File: config.mk
export PLATFORM = sky130hd
export DESIGN_NAME = spi_reg_top
export DESIGN_NICKNAME = d
export VERILOG_FILES = /design/src/design/spi_reg_pkg.sv /design/src/design/spi_pin_sync.sv /design/src/design/spi_reg_bank.sv /design/src/design/spi_reg_top.sv /design/src/design/spi_slave.sv
export SDC_FILE = /design/constraint.sdc
export NUM_CORES = 1
export LEC_CHECK = 0
export ABC_AREA = 1
export BUFFER_PORTS_ARGS = -buffer_cell sky130_fd_sc_hd__buf_2
export CORE_UTILIZATION = 50
export CTS_CLUSTER_SIZE = 14
export DETAILED_ROUTE_END_ITERATION = 12
export PLACE_DENSITY = 0.77
export SETUP_SLACK_MARGIN = 0.1
export SLEW_MARGIN = 5
export SYNTH_ARGS = -nofsm -noshare
export SYNTH_HDL_FRONTEND = slang
export SYNTH_SLANG_ARGS = --single-unit
File: constraint.sdc
create_clock -name reg_clk -period 10.1 [get_ports reg_clk]
set_clock_uncertainty 0.1 [all_clocks]
set_input_delay 2.02 -clock reg_clk [delete_from_list [all_inputs] [get_ports reg_clk]]
set_output_delay 2.02 -clock reg_clk [all_outputs]
set_load 0.01 [all_outputs]
File: src/design/spi_reg_pkg.sv
// Shared types for the SPI register-access slave
//   SPI_FRAME_W and field widths of the SPI frame
//   spi_frame_u  32-bit frame word, write view and read view
//   spi_pins_t   synchronized SPI pin levels and edge pulses
//   reg_wr_t     write command toward the user side
`default_nettype none

package spi_reg_pkg;

  localparam int SPI_FRAME_W = 32;         // Bits per chip-select frame
  localparam int SPI_ADR_W   = 8;          // Register address byte
  localparam int SPI_DATA_W  = SPI_FRAME_W - SPI_ADR_W;

  // ------------------------------------------------------------
  // Frame word, MSB first on the wire
  // ------------------------------------------------------------
  typedef struct packed {
    logic [SPI_ADR_W-1:0]  addr;           // Target register
    logic [SPI_DATA_W-1:0] data;           // Write payload
  } spi_frame_wr_t;

  typedef struct packed {
    logic [SPI_ADR_W-1:0] addr;            // Responder address
    logic [7:0]           sel;             // Byte index of the pair
    logic [15:0]          dc;              // MISO half, MOSI ignored
  } spi_frame_rd_t;

  typedef union packed {
    spi_frame_wr_t wr;
    spi_frame_rd_t rd;
  } spi_frame_u;

  // ------------------------------------------------------------
  // Pin events in the reg_clk domain
  // ------------------------------------------------------------
  typedef struct packed {
    logic cs;                              // Chip-select level
    logic mosi;                            // MOSI level
    logic ck_rise;                         // One-cycle pulse
    logic ck_fall;                         // One-cycle pulse
    logic cs_fall;                         // Frame start pulse
  } spi_pins_t;

  // Write strobe plus payload, valid together
  typedef struct packed {
    logic [SPI_ADR_W-1:0]  addr;
    logic [SPI_DATA_W-1:0] data;
    logic                  en;
  } reg_wr_t;

endpackage

`default_nettype wire

File: src/design/spi_pin_sync.sv
// SPI pin oversampling in the reg_clk domain
//   Two-stage synchronizers for cs, ck and mosi
//   Registered SCK rise/fall and chip-select fall pulses
`timescale 1ns/1ns
`default_nettype none

module spi_pin_sync (
  input  logic                   reg_clk,
  input  logic                   i_spi_rst,
  input  logic                   i_spi_cs,
  input  logic                   i_spi_ck,
  input  logic                   i_spi_mosi,
  output spi_reg_pkg::spi_pins_t o_pins
);
  import spi_reg_pkg::*;

  logic [2:0] sr_cs;                       // [0] first flop, [2] edge history
  logic [2:0] sr_ck;
  logic [1:0] sr_mosi;
  logic       ck_rise;
  logic       ck_fall;
  logic       cs_fall;

  // ------------------------------------------------------------
  // Synchronizer chains
  // ------------------------------------------------------------
  always_ff @(posedge reg_clk) begin
    if (i_spi_rst) begin
      sr_cs   <= '1;                       // Idle level, no false cs_fall
      sr_ck   <= '1;                       // Mode 3 clock idles high
      sr_mosi <= '0;
    end else begin
      sr_cs   <= {sr_cs[1:0], i_spi_cs};
      sr_ck   <= {sr_ck[1:0], i_spi_ck};
      sr_mosi <= {sr_mosi[0], i_spi_mosi};
    end
  end

  // Edge pulses, one flop after the compare
  always_ff @(posedge reg_clk) begin
    if (i_spi_rst) begin
      ck_rise <= 1'b0;
      ck_fall <= 1'b0;
      cs_fall <= 1'b0;
    end else begin
      ck_rise <= ~sr_ck[2] &  sr_ck[1];
      ck_fall <=  sr_ck[2] & ~sr_ck[1];
      cs_fall <=  sr_cs[2] & ~sr_cs[1];
    end
  end

  // Levels lag the pins by two cycles, pulses by three
  assign o_pins.cs      = sr_cs[1];
  assign o_pins.mosi    = sr_mosi[1];
  assign o_pins.ck_rise = ck_rise;
  assign o_pins.ck_fall = ck_fall;
  assign o_pins.cs_fall = cs_fall;

endmodule

`default_nettype wire

File: src/design/spi_reg_bank.sv
// Byte register bank behind the SPI slave
//   Write decode from the write command, low data byte stored
//   Flat read vector, register k at bits [8k+7:8k]
`timescale 1ns/1ns
`default_nettype none

module spi_reg_bank #(
  parameter logic [7:0] G_ADR_BASE = 8'h00,
  parameter int         G_REG_NUM  = 8
) (
  input  logic                     reg_clk,
  input  logic                     i_spi_rst,
  input  spi_reg_pkg::reg_wr_t     i_reg_wr,
  output logic [G_REG_NUM*8-1:0]   o_reg_rd_data
);
  import spi_reg_pkg::*;

  logic [7:0]           regs [G_REG_NUM];
  logic [SPI_ADR_W-1:0] wr_idx;            // Offset from base
  logic                 wr_hit;            // Strobe lands on a register
  logic [G_REG_NUM-1:0] wr_sel;            // One-hot write enable

  // ------------------------------------------------------------
  // Write decode
  // ------------------------------------------------------------
  assign wr_idx = i_reg_wr.addr - G_ADR_BASE;

  // Below base would wrap into range, so check both ends
  assign wr_hit = i_reg_wr.en &&
                  (i_reg_wr.addr >= G_ADR_BASE) &&
                  (wr_idx < G_REG_NUM);

  always_comb begin
    wr_sel = '0;
    for (int i = 0; i < G_REG_NUM; i++) begin
      if (wr_hit && (wr_idx == i)) begin
        wr_sel[i] = 1'b1;
      end
    end
  end

  // ------------------------------------------------------------
  // Registers and read vector
  // ------------------------------------------------------------
  for (genvar gi = 0; gi < G_REG_NUM; gi++) begin : g_reg
    always_ff @(posedge reg_clk) begin
      if (i_spi_rst) begin
        regs[gi] <= '0;
      end else if (wr_sel[gi]) begin
        regs[gi] <= i_reg_wr.data[7:0];    // Bits 23..8 go to the strobe only
      end
    end

    assign o_reg_rd_data[gi*8 +: 8] = regs[gi];  // Combinational read
  end

endmodule

`default_nettype wire

File: src/design/spi_reg_top.sv
// SPI register-access subsystem top level
//   Pin synchronizer, frame slave and byte register bank
//   Write command also exported to the user side
`timescale 1ns/1ns
`default_nettype none

module spi_reg_top #(
  parameter logic [7:0] G_ADR_BASE       = 8'h00,
  parameter logic [7:0] G_ADR_SPACE_SIZE = 8'hFF,
  parameter logic [7:0] G_ADR_RESPONDER  = 8'hFE,
  parameter int         G_REG_NUM        = 8
) (
  input  logic                 reg_clk,
  input  logic                 i_spi_rst,
  input  logic                 i_spi_cs,
  input  logic                 i_spi_ck,
  input  logic                 i_spi_mosi,
  output logic                 o_spi_miso,
  output spi_reg_pkg::reg_wr_t o_reg_wr
);
  import spi_reg_pkg::*;

  spi_pins_t              pins;            // Synchronized pin events
  logic [G_REG_NUM*8-1:0] reg_rd_data;     // Bank contents, flat

  // ------------------------------------------------------------
  // Pin oversampling
  // ------------------------------------------------------------
  spi_pin_sync u_pin_sync (
    .reg_clk    (reg_clk),
    .i_spi_rst  (i_spi_rst),
    .i_spi_cs   (i_spi_cs),
    .i_spi_ck   (i_spi_ck),
    .i_spi_mosi (i_spi_mosi),
    .o_pins     (pins)
  );

  // Frame handling
  spi_slave #(
    .G_ADR_BASE       (G_ADR_BASE),
    .G_ADR_SPACE_SIZE (G_ADR_SPACE_SIZE),
    .G_ADR_RESPONDER  (G_ADR_RESPONDER),
    .G_REG_NUM        (G_REG_NUM)
  ) u_slave (
    .reg_clk       (reg_clk),
    .i_spi_rst     (i_spi_rst),
    .i_pins        (pins),
    .i_reg_rd_data (reg_rd_data),
    .o_reg_wr      (o_reg_wr),             // Also feeds the bank
    .o_spi_miso    (o_spi_miso)
  );

  // Register storage
  spi_reg_bank #(
    .G_ADR_BASE (G_ADR_BASE),
    .G_REG_NUM  (G_REG_NUM)
  ) u_reg_bank (
    .reg_clk       (reg_clk),
    .i_spi_rst     (i_spi_rst),
    .i_reg_wr      (o_reg_wr),
    .o_reg_rd_data (reg_rd_data)
  );

endmodule

`default_nettype wire

File: src/design/spi_slave.sv
// SPI mode 3 register-access slave
//   Frame FSM with bit counter and address-space decode
//   Write strobe after a full 32-bit write frame
//   16-bit MISO shifter for responder read frames
`timescale 1ns/1ns
`default_nettype none

module spi_slave #(
  parameter logic [7:0] G_ADR_BASE       = 8'h00,
  parameter logic [7:0] G_ADR_SPACE_SIZE = 8'hFF,
  parameter logic [7:0] G_ADR_RESPONDER  = 8'hFE,
  parameter int         G_REG_NUM        = 8
) (
  input  logic                         reg_clk,
  input  logic                         i_spi_rst,
  input  spi_reg_pkg::spi_pins_t       i_pins,
  input  logic [G_REG_NUM*8-1:0]       i_reg_rd_data,
  output spi_reg_pkg::reg_wr_t         o_reg_wr,
  output logic                         o_spi_miso
);
  import spi_reg_pkg::*;

  typedef enum logic [2:0] {
    ST_IDLE,                               // Waiting for cs_fall
    ST_RCV_ADR,                            // First byte
    ST_M2S,                                // Write payload
    ST_M2S_END,                            // Issue strobe
    ST_S2M_SEL,                            // Byte-select of read frame
    ST_S2M,                                // Read data out on MISO
    ST_WAIT_END                            // Not ours, wait for cs high
  } fsm_state_t;

  fsm_state_t     fsm_state;
  logic [4:0]     bit_cnt;                 // Rising edges seen, 0..31
  logic [4:0]     bit_idx;                 // Frame position of next bit
  spi_frame_u     frame;
  spi_frame_u     frame_nxt;               // Frame with current MOSI bit
  logic [SPI_FRAME_W-1:0] frame_bits;
  logic [7:0]     rd_sel;
  logic [15:0]    rd_pair;
  logic [15:0]    sr_miso;
  logic           adr_in_space;
  logic           adr_is_resp;

  // ------------------------------------------------------------
  // Byte lookup in the read vector, zero past the last register
  // ------------------------------------------------------------
  function automatic logic [7:0] rd_byte(input logic [8:0]             idx,
                                         input logic [G_REG_NUM*8-1:0] data);
    logic [7:0] b;
    b = '0;
    for (int i = 0; i < G_REG_NUM; i++) begin
      if (idx == i) begin
        b = data[i*8 +: 8];
      end
    end
    return b;
  endfunction

  // Bits land at their final place, MSB first, so the views hold mid-frame
  assign bit_idx = 5'(SPI_FRAME_W - 1) - bit_cnt;

  always_comb begin
    frame_bits          = frame;
    frame_bits[bit_idx] = i_pins.mosi;
    frame_nxt           = frame_bits;
  end

  // Address checks on the byte being completed, 9 bits against wrap
  assign adr_in_space = ({1'b0, frame_nxt.wr.addr} >= {1'b0, G_ADR_BASE}) &&
                        ({1'b0, frame_nxt.wr.addr} <=
                         ({1'b0, G_ADR_BASE} + {1'b0, G_ADR_SPACE_SIZE}));
  assign adr_is_resp  = (frame_nxt.wr.addr == G_ADR_RESPONDER);

  // Upper byte sel+1, lower byte sel
  assign rd_pair = {rd_byte({1'b0, rd_sel} + 9'd1, i_reg_rd_data),
                    rd_byte({1'b0, rd_sel}, i_reg_rd_data)};

  // ------------------------------------------------------------
  // Frame FSM
  // ------------------------------------------------------------
  always_ff @(posedge reg_clk) begin
    if (i_spi_rst) begin
      fsm_state   <= ST_IDLE;
      bit_cnt     <= '0;
      frame       <= '0;
      rd_sel      <= '0;
      sr_miso     <= '0;
      o_reg_wr.en <= 1'b0;
    end else begin
      o_reg_wr.en <= 1'b0;                 // Strobe is one cycle only

      if (i_pins.cs_fall) begin            // New frame, drop anything pending
        fsm_state <= ST_RCV_ADR;
        bit_cnt   <= '0;
        frame     <= '0;
        rd_sel    <= '0;
        sr_miso   <= '0;
      end else begin
        case (fsm_state)
          ST_IDLE: begin
            // Only cs_fall leaves idle
          end

          ST_RCV_ADR: begin
            if (i_pins.cs) begin
              fsm_state <= ST_IDLE;        // Aborted in the address byte
            end else if (i_pins.ck_rise) begin
              frame   <= frame_nxt;
              bit_cnt <= bit_cnt + 5'd1;
              if (bit_cnt == 5'd7) begin
                if (!adr_in_space) begin
                  fsm_state <= ST_WAIT_END;
                end else if (adr_is_resp) begin
                  fsm_state <= ST_S2M_SEL;
                end else begin
                  fsm_state <= ST_M2S;
                end
              end
            end
          end

          ST_M2S: begin
            if (i_pins.cs) begin
              fsm_state <= ST_IDLE;        // Short frame, no strobe
            end else if (i_pins.ck_rise) begin
              frame <= frame_nxt;
              if (bit_cnt == 5'(SPI_FRAME_W - 1)) begin
                fsm_state <= ST_M2S_END;
              end else begin
                bit_cnt <= bit_cnt + 5'd1;
              end
            end
          end

          ST_M2S_END: begin
            if (!i_pins.cs) begin          // cs gone high means write dropped
              o_reg_wr.addr <= frame.wr.addr;
              o_reg_wr.data <= frame.wr.data;
              o_reg_wr.en   <= 1'b1;
            end
            fsm_state <= ST_IDLE;
          end

          ST_S2M_SEL: begin
            if (i_pins.cs) begin
              fsm_state <= ST_IDLE;
            end else if (i_pins.ck_rise) begin
              frame   <= frame_nxt;
              bit_cnt <= bit_cnt + 5'd1;
              if (bit_cnt == 5'd15) begin
                rd_sel    <= frame_nxt.rd.sel;
                fsm_state <= ST_S2M;
              end
            end
          end

          ST_S2M: begin
            if (i_pins.cs) begin
              fsm_state <= ST_IDLE;
            end else begin
              if (i_pins.ck_rise) begin
                if (bit_cnt == 5'(SPI_FRAME_W - 1)) begin
                  fsm_state <= ST_WAIT_END;  // Last bit sampled by master
                end else begin
                  bit_cnt <= bit_cnt + 5'd1;
                end
              end
              if (i_pins.ck_fall) begin
                if (bit_cnt == 5'd16) begin
                  sr_miso <= rd_pair;      // Load on first fall of second half
                end else begin
                  sr_miso <= {sr_miso[14:0], 1'b0};
                end
              end
            end
          end

          ST_WAIT_END: begin
            if (i_pins.cs) begin
              fsm_state <= ST_IDLE;
            end
          end

          default: fsm_state <= ST_IDLE;
        endcase
      end
    end
  end

  assign o_spi_miso = sr_miso[15];         // MSB first

endmodule

`default_nettype wire

# Yosys cells after proc, flatten, opt, wreduce, memory -nomap -nowiden
# Memory sizes are Yosys's and may differ from the RTL's.
# Cells that the tools add are included.
# classes
n_addsub	3
order_cmp	4
eq_ne	56
mux	85
bitwise	18
reduce_logical	28
# ops
operator	n
$mux 8	24
$eq 8x3->1 const B	8
$mux 3	14
$mux 1	37
$eq 9x3->1 const B	4
$bwmux 32	1
$eq 8x2->1 const B	4
$mux 5	5
$reduce_and 10->1	2
$eq 9x2->1 const B	2
$pmux 3 s6	1
$eq 8x1->1 const B	2
$logic_not 8->1	2
$mux 16	1
$ne 4x3->1 const B	4
$ne 4x4->1 const B	4
$ne 3x3->1 const B	5
$ne 3x2->1 const B	4
$logic_and 1x1->1	11
$eq 5x5->1 const B	2
$ne 2x2->1 const B	5
$pmux 5 s2	1
$add 8x1->9 const B	1
$eq 3x3->1 const B	3
25 further kinds	47
# word_totals
ff_bits	108
ramBits	64
in_bits	5
output_inout_bits	34
elab_cells	210
n_memories	1
# mem_list
memory	depth	width	rd	rd_clocked_by_memory_dff	write_ports	line	text
u_reg_bank.regs	8	8	8	0	8	spi_reg_bank.sv:18	logic [7:0] regs [G_REG_NUM];

# Depth between registers and ports, before layout
# depth
word_depth	13
mapped_depth	15
depth_no_buf	14

# By module
# Synthesis repeated with hierarchy kept, for this count alone.
# hier_totals
cells_unflattened	988
area_unflattened_um2	8313.0
# modules_own_cells
module	n_inst	cells_per_inst	area_per_inst_um2	seq_area_each_um2
spi_slave	1	764	5494.0	2262.2
spi_reg_bank	1	189	2479.9	1921.8
spi_pin_sync	1	35	339.1	220.2

# Worst setup path after synthesis
# No wires, ideal clock.
# synth_timing
path_kind	input -> register
start	in i_spi_rst
end	reg u_slave.o_reg_wr[10] (netlist name)
setup_ns	0.461
t_arrival_ns	4.945
required_time_ns	9.539
setup_slack_ns	4.594
path_stages	4
n_path_buf	1
path_cell_list	nor2_1 clkinv_1 clkbuf_1 nor3_1
# synth_between
elab_chain_cells	2
# synth_lines
element	line	text
start, declared	spi_reg_top.sv:14	input logic i_spi_rst,
$not 1->1 (no line)	n/a	
$reduce_and 4->1 (no line)	n/a	
# Every way passes these cells.
# A chain may end at the register's enable or synchronous reset.

# Worst setup path in the final report
# layout_timing
start	in i_spi_rst
end	reg u_slave.o_reg_wr[11] (netlist name)
# layout_between
elab_chain_cells	2
# layout_lines
element
$not 1->1 (no line)
$reduce_and 4->1 (no line)
# Every way passes these cells.

==> run metrics <==
initial core utilization 51.3%; Worst-Margin Slew 1.18 ns; diodes inserted 0; Placeable Area 0.0152 mm2; crit end category register; largest cells by area after synthesis edfxtp_1 37%, dfxtp_1 19%, nand2_1 9.3%; met3 Resource Use GR 4.30%; top cells by count, synth 194 x nand2_1, 159 x nor2_1, 96 x edfxtp_1; Max Clock Freq 200 MHz; Max stage delay on crit path 1.18 ns; vias after detailed routing 6341; Placer Congestion 0.881; number of cell rows 45; post-CTS setup buffers 0; Layout area overhead 12.0%; status finished, final reports clean; top-area cell type share of the netlist area 36.9%; Worst-path clk slew 0.06 ns; top-count cell post-synth nand2_1; CTS tree done; Pre-antenna DRT Iters 5; GRT Total Usage 23.7%; HP Class reg -> reg; # port buffers 38; Final Slew Violations 0; Post-Synthesis Cells 927; worst hold margin 0.300 ns; Antenna Nets Post-Route 0; worst-case clock buffer depth 2; hold buffer count at CTS 0; final WL 17.9 mm; Slowest cell on crit path nor3_2; GR Layer Usage met1 28.7%; H-tree Lvls 4; hpwl dp 12.4 mm; top_reg_cell synth edfxtp_1; Crit Reg-Reg Startpoint u_pin_sync.cs_fall; post-CTS sizing 0; asr flop ratio synth 0%; Post-synth EDFFs 96; Vias/cell 5.49; nets 966; Final setup viols 0; Root Buffer clkbuf_16; fill count 1323; Peak VDD IR 0.0996 mV; hold endpoint u_pin_sync.sr_mosi[1]; wire length per cell 15.5 um; Tmin final 5.01 ns; R2R depth 5; most frequent CP cell buf_4; clk sinks 172; GR Util met2 40.9%; Synthesized Nets 938; Hold Vio Cnt, Final 0; worst path cell trace buf_2 -> nor2_2 -> buf_4 -> clkinv_1 -> nor3_2 -> buf_4; initial DRC count 593; RSZ-0062 raised after global routing false; worst r2r dst u_slave.o_reg_wr[11]; maxcap violations 0; Cell Pwr Density 166 mW/mm2; DRC Markers 0; first-pass GRT wire length 29.4 mm; setup TNS 0 ns; largest net degree at the start of global routing 43; Critical Path AT 5.02 ns; area leader, netlist edfxtp_1; Num CTS Buffers 17; share of layout cells above drive strength 1 11.3%; die height 127 um; post-synthesis register bit count 172; count of cell types in the netlist 30; Worst Hold Launch u_pin_sync.sr_mosi[0]; Worst Hold Depth 2; worst skew pair latency 0.43 ns; R2R Setup Slk 6.55 ns; IO Pins 39; Avg Inst Size Synth 8.42 um2; Ys Warns 0; Crit path max-delay family buffers and inverters; Post-Syn Area 0.00780 mm2; Worst Path Class, Setup in -> reg; static leakage 3.47 nW; WP data required 10.12 ns; DIE AREA 0.0161 mm2; startpoint types primary input; period utilization 49.6%; register area share after synthesis 56.4%; vias in the first global route 6143; CP Max Fanout 42; Rel. slew slack 20.8%; gr ovfl total 0; buffers plus inverters on the worst setup path 4; Most Used Layer, Global Route met2; Die W 127 um; initial antenna violation count 0
-- routing by layer --
layer / share of wire [%] / vias to the layer above / wire length, um
li1: - / 3152 / -
met1: 42 / 2958 / 7520
met2: 50 / 196 / 8980
met3: 5.2 / 35 / 934
met4: 2.8 / 0 / 501
met5: 0 / - / 0
-- layout by cell type, fill, tap and decap left out, drive strengths merged --
master and n:
nand4 14, buf 40, or2 7, nand3 64
nand2 196, a31oi 8, clkbuf 21, o211ai 2
clkinv 12, o21bai 7, nor2 168, dfxtp 76
o21ai 78, ha 6, nor4 1, inv 76
edfxtp 96, a211oi 3, a21oi 74, nor3 14
clkinvlp 3, bufinv 2
-- registers in the layout (all words and copies together) (netlist names), 3 cells and up --
name / count
u_pin_sync.sr_cs: 3
u_slave.bit_cnt: 5
u_slave.frame: 32
u_reg_bank.regs: 64
u_slave.o_reg_wr: 33
u_slave.fsm_state: 3
u_slave.sr_miso: 16
u_pin_sync.sr_ck: 3
u_slave.rd_sel: 8
-- worst max path at each step --
stage,start,end,slack (ns),depth (start not counted)
2_1_floorplan,i_spi_rst,u_slave.o_reg_wr[10],4.59,4
3_3_place_gp,i_spi_rst,u_slave.o_reg_wr[14],4.71,6
3_5_place_dp,i_spi_rst,u_slave.o_reg_wr[19],4.65,6
4_1_cts,i_spi_rst,u_slave.o_reg_wr[2],5.10,6
5_1_grt,i_spi_rst,u_slave.o_reg_wr[9],4.79,6
6_report,i_spi_rst,u_slave.o_reg_wr[11],5.09,6
-- logic make-up after synthesis --
kind of cell / count (synthesis) / synth area share, %
buffers and inverters: 113 / 5.69
adder cells (fa/ha/maj): 6 / 0.962
AO/OA/AOI/OAI: 172 / 11.5
AND/OR/NAND/NOR: 464 / 25.4
flip-flops: 172 / 56.4
-- final cells by class --
type                       count  area [um2]  share of cell area [%]
tap                          188         235                    2.69
multi-input combinational    642        2960                    33.9
sequential                   172        4400                    50.4
timing repair buffer          40         205                    2.35
inverter                      82         308                    3.52
clock inverter                11         129                    1.48
clock buffer                  21         493                    5.64
-- stage by stage --
stage | std cells | instance area (um2) | setup slack [ns] | power (W) | utilization [%]
after floorplan | 927 | 7800 | 4.59 | 0.000783 | -
after global placement | 1124 | 8120 | 4.71 | 0.000792 | 53.4
after detailed placement | 1124 | 8120 | 4.65 | 0.000792 | 53.4
after CTS | 1156 | 8740 | 5.10 | 0.00146 | 57.5
after global routing | 1156 | 8740 | 4.79 | 0.00149 | 57.5
final | 1156 | 8740 | 5.09 | 0.00145 | 57.5
-- worst register-to-register path: cells and delay by family (launching register included) --
kind / cells / cell delay [ns]
flip-flops: 1 / 0.32
AND/OR/NAND/NOR: 2 / 1.28
buffers and inverters: 3 / 1.52
-- report_power, final --
part           leakage (nW)  internal (W)  total [W]  switching [W]
logic                  1.60    0.00000594  0.0000258      0.0000198
registers              1.57      0.000746   0.000752     0.00000618
clock network         0.297      0.000402   0.000674       0.000271
total                  3.47       0.00115    0.00145       0.000297
Note: power is estimated with default switching activity, not from simulation.
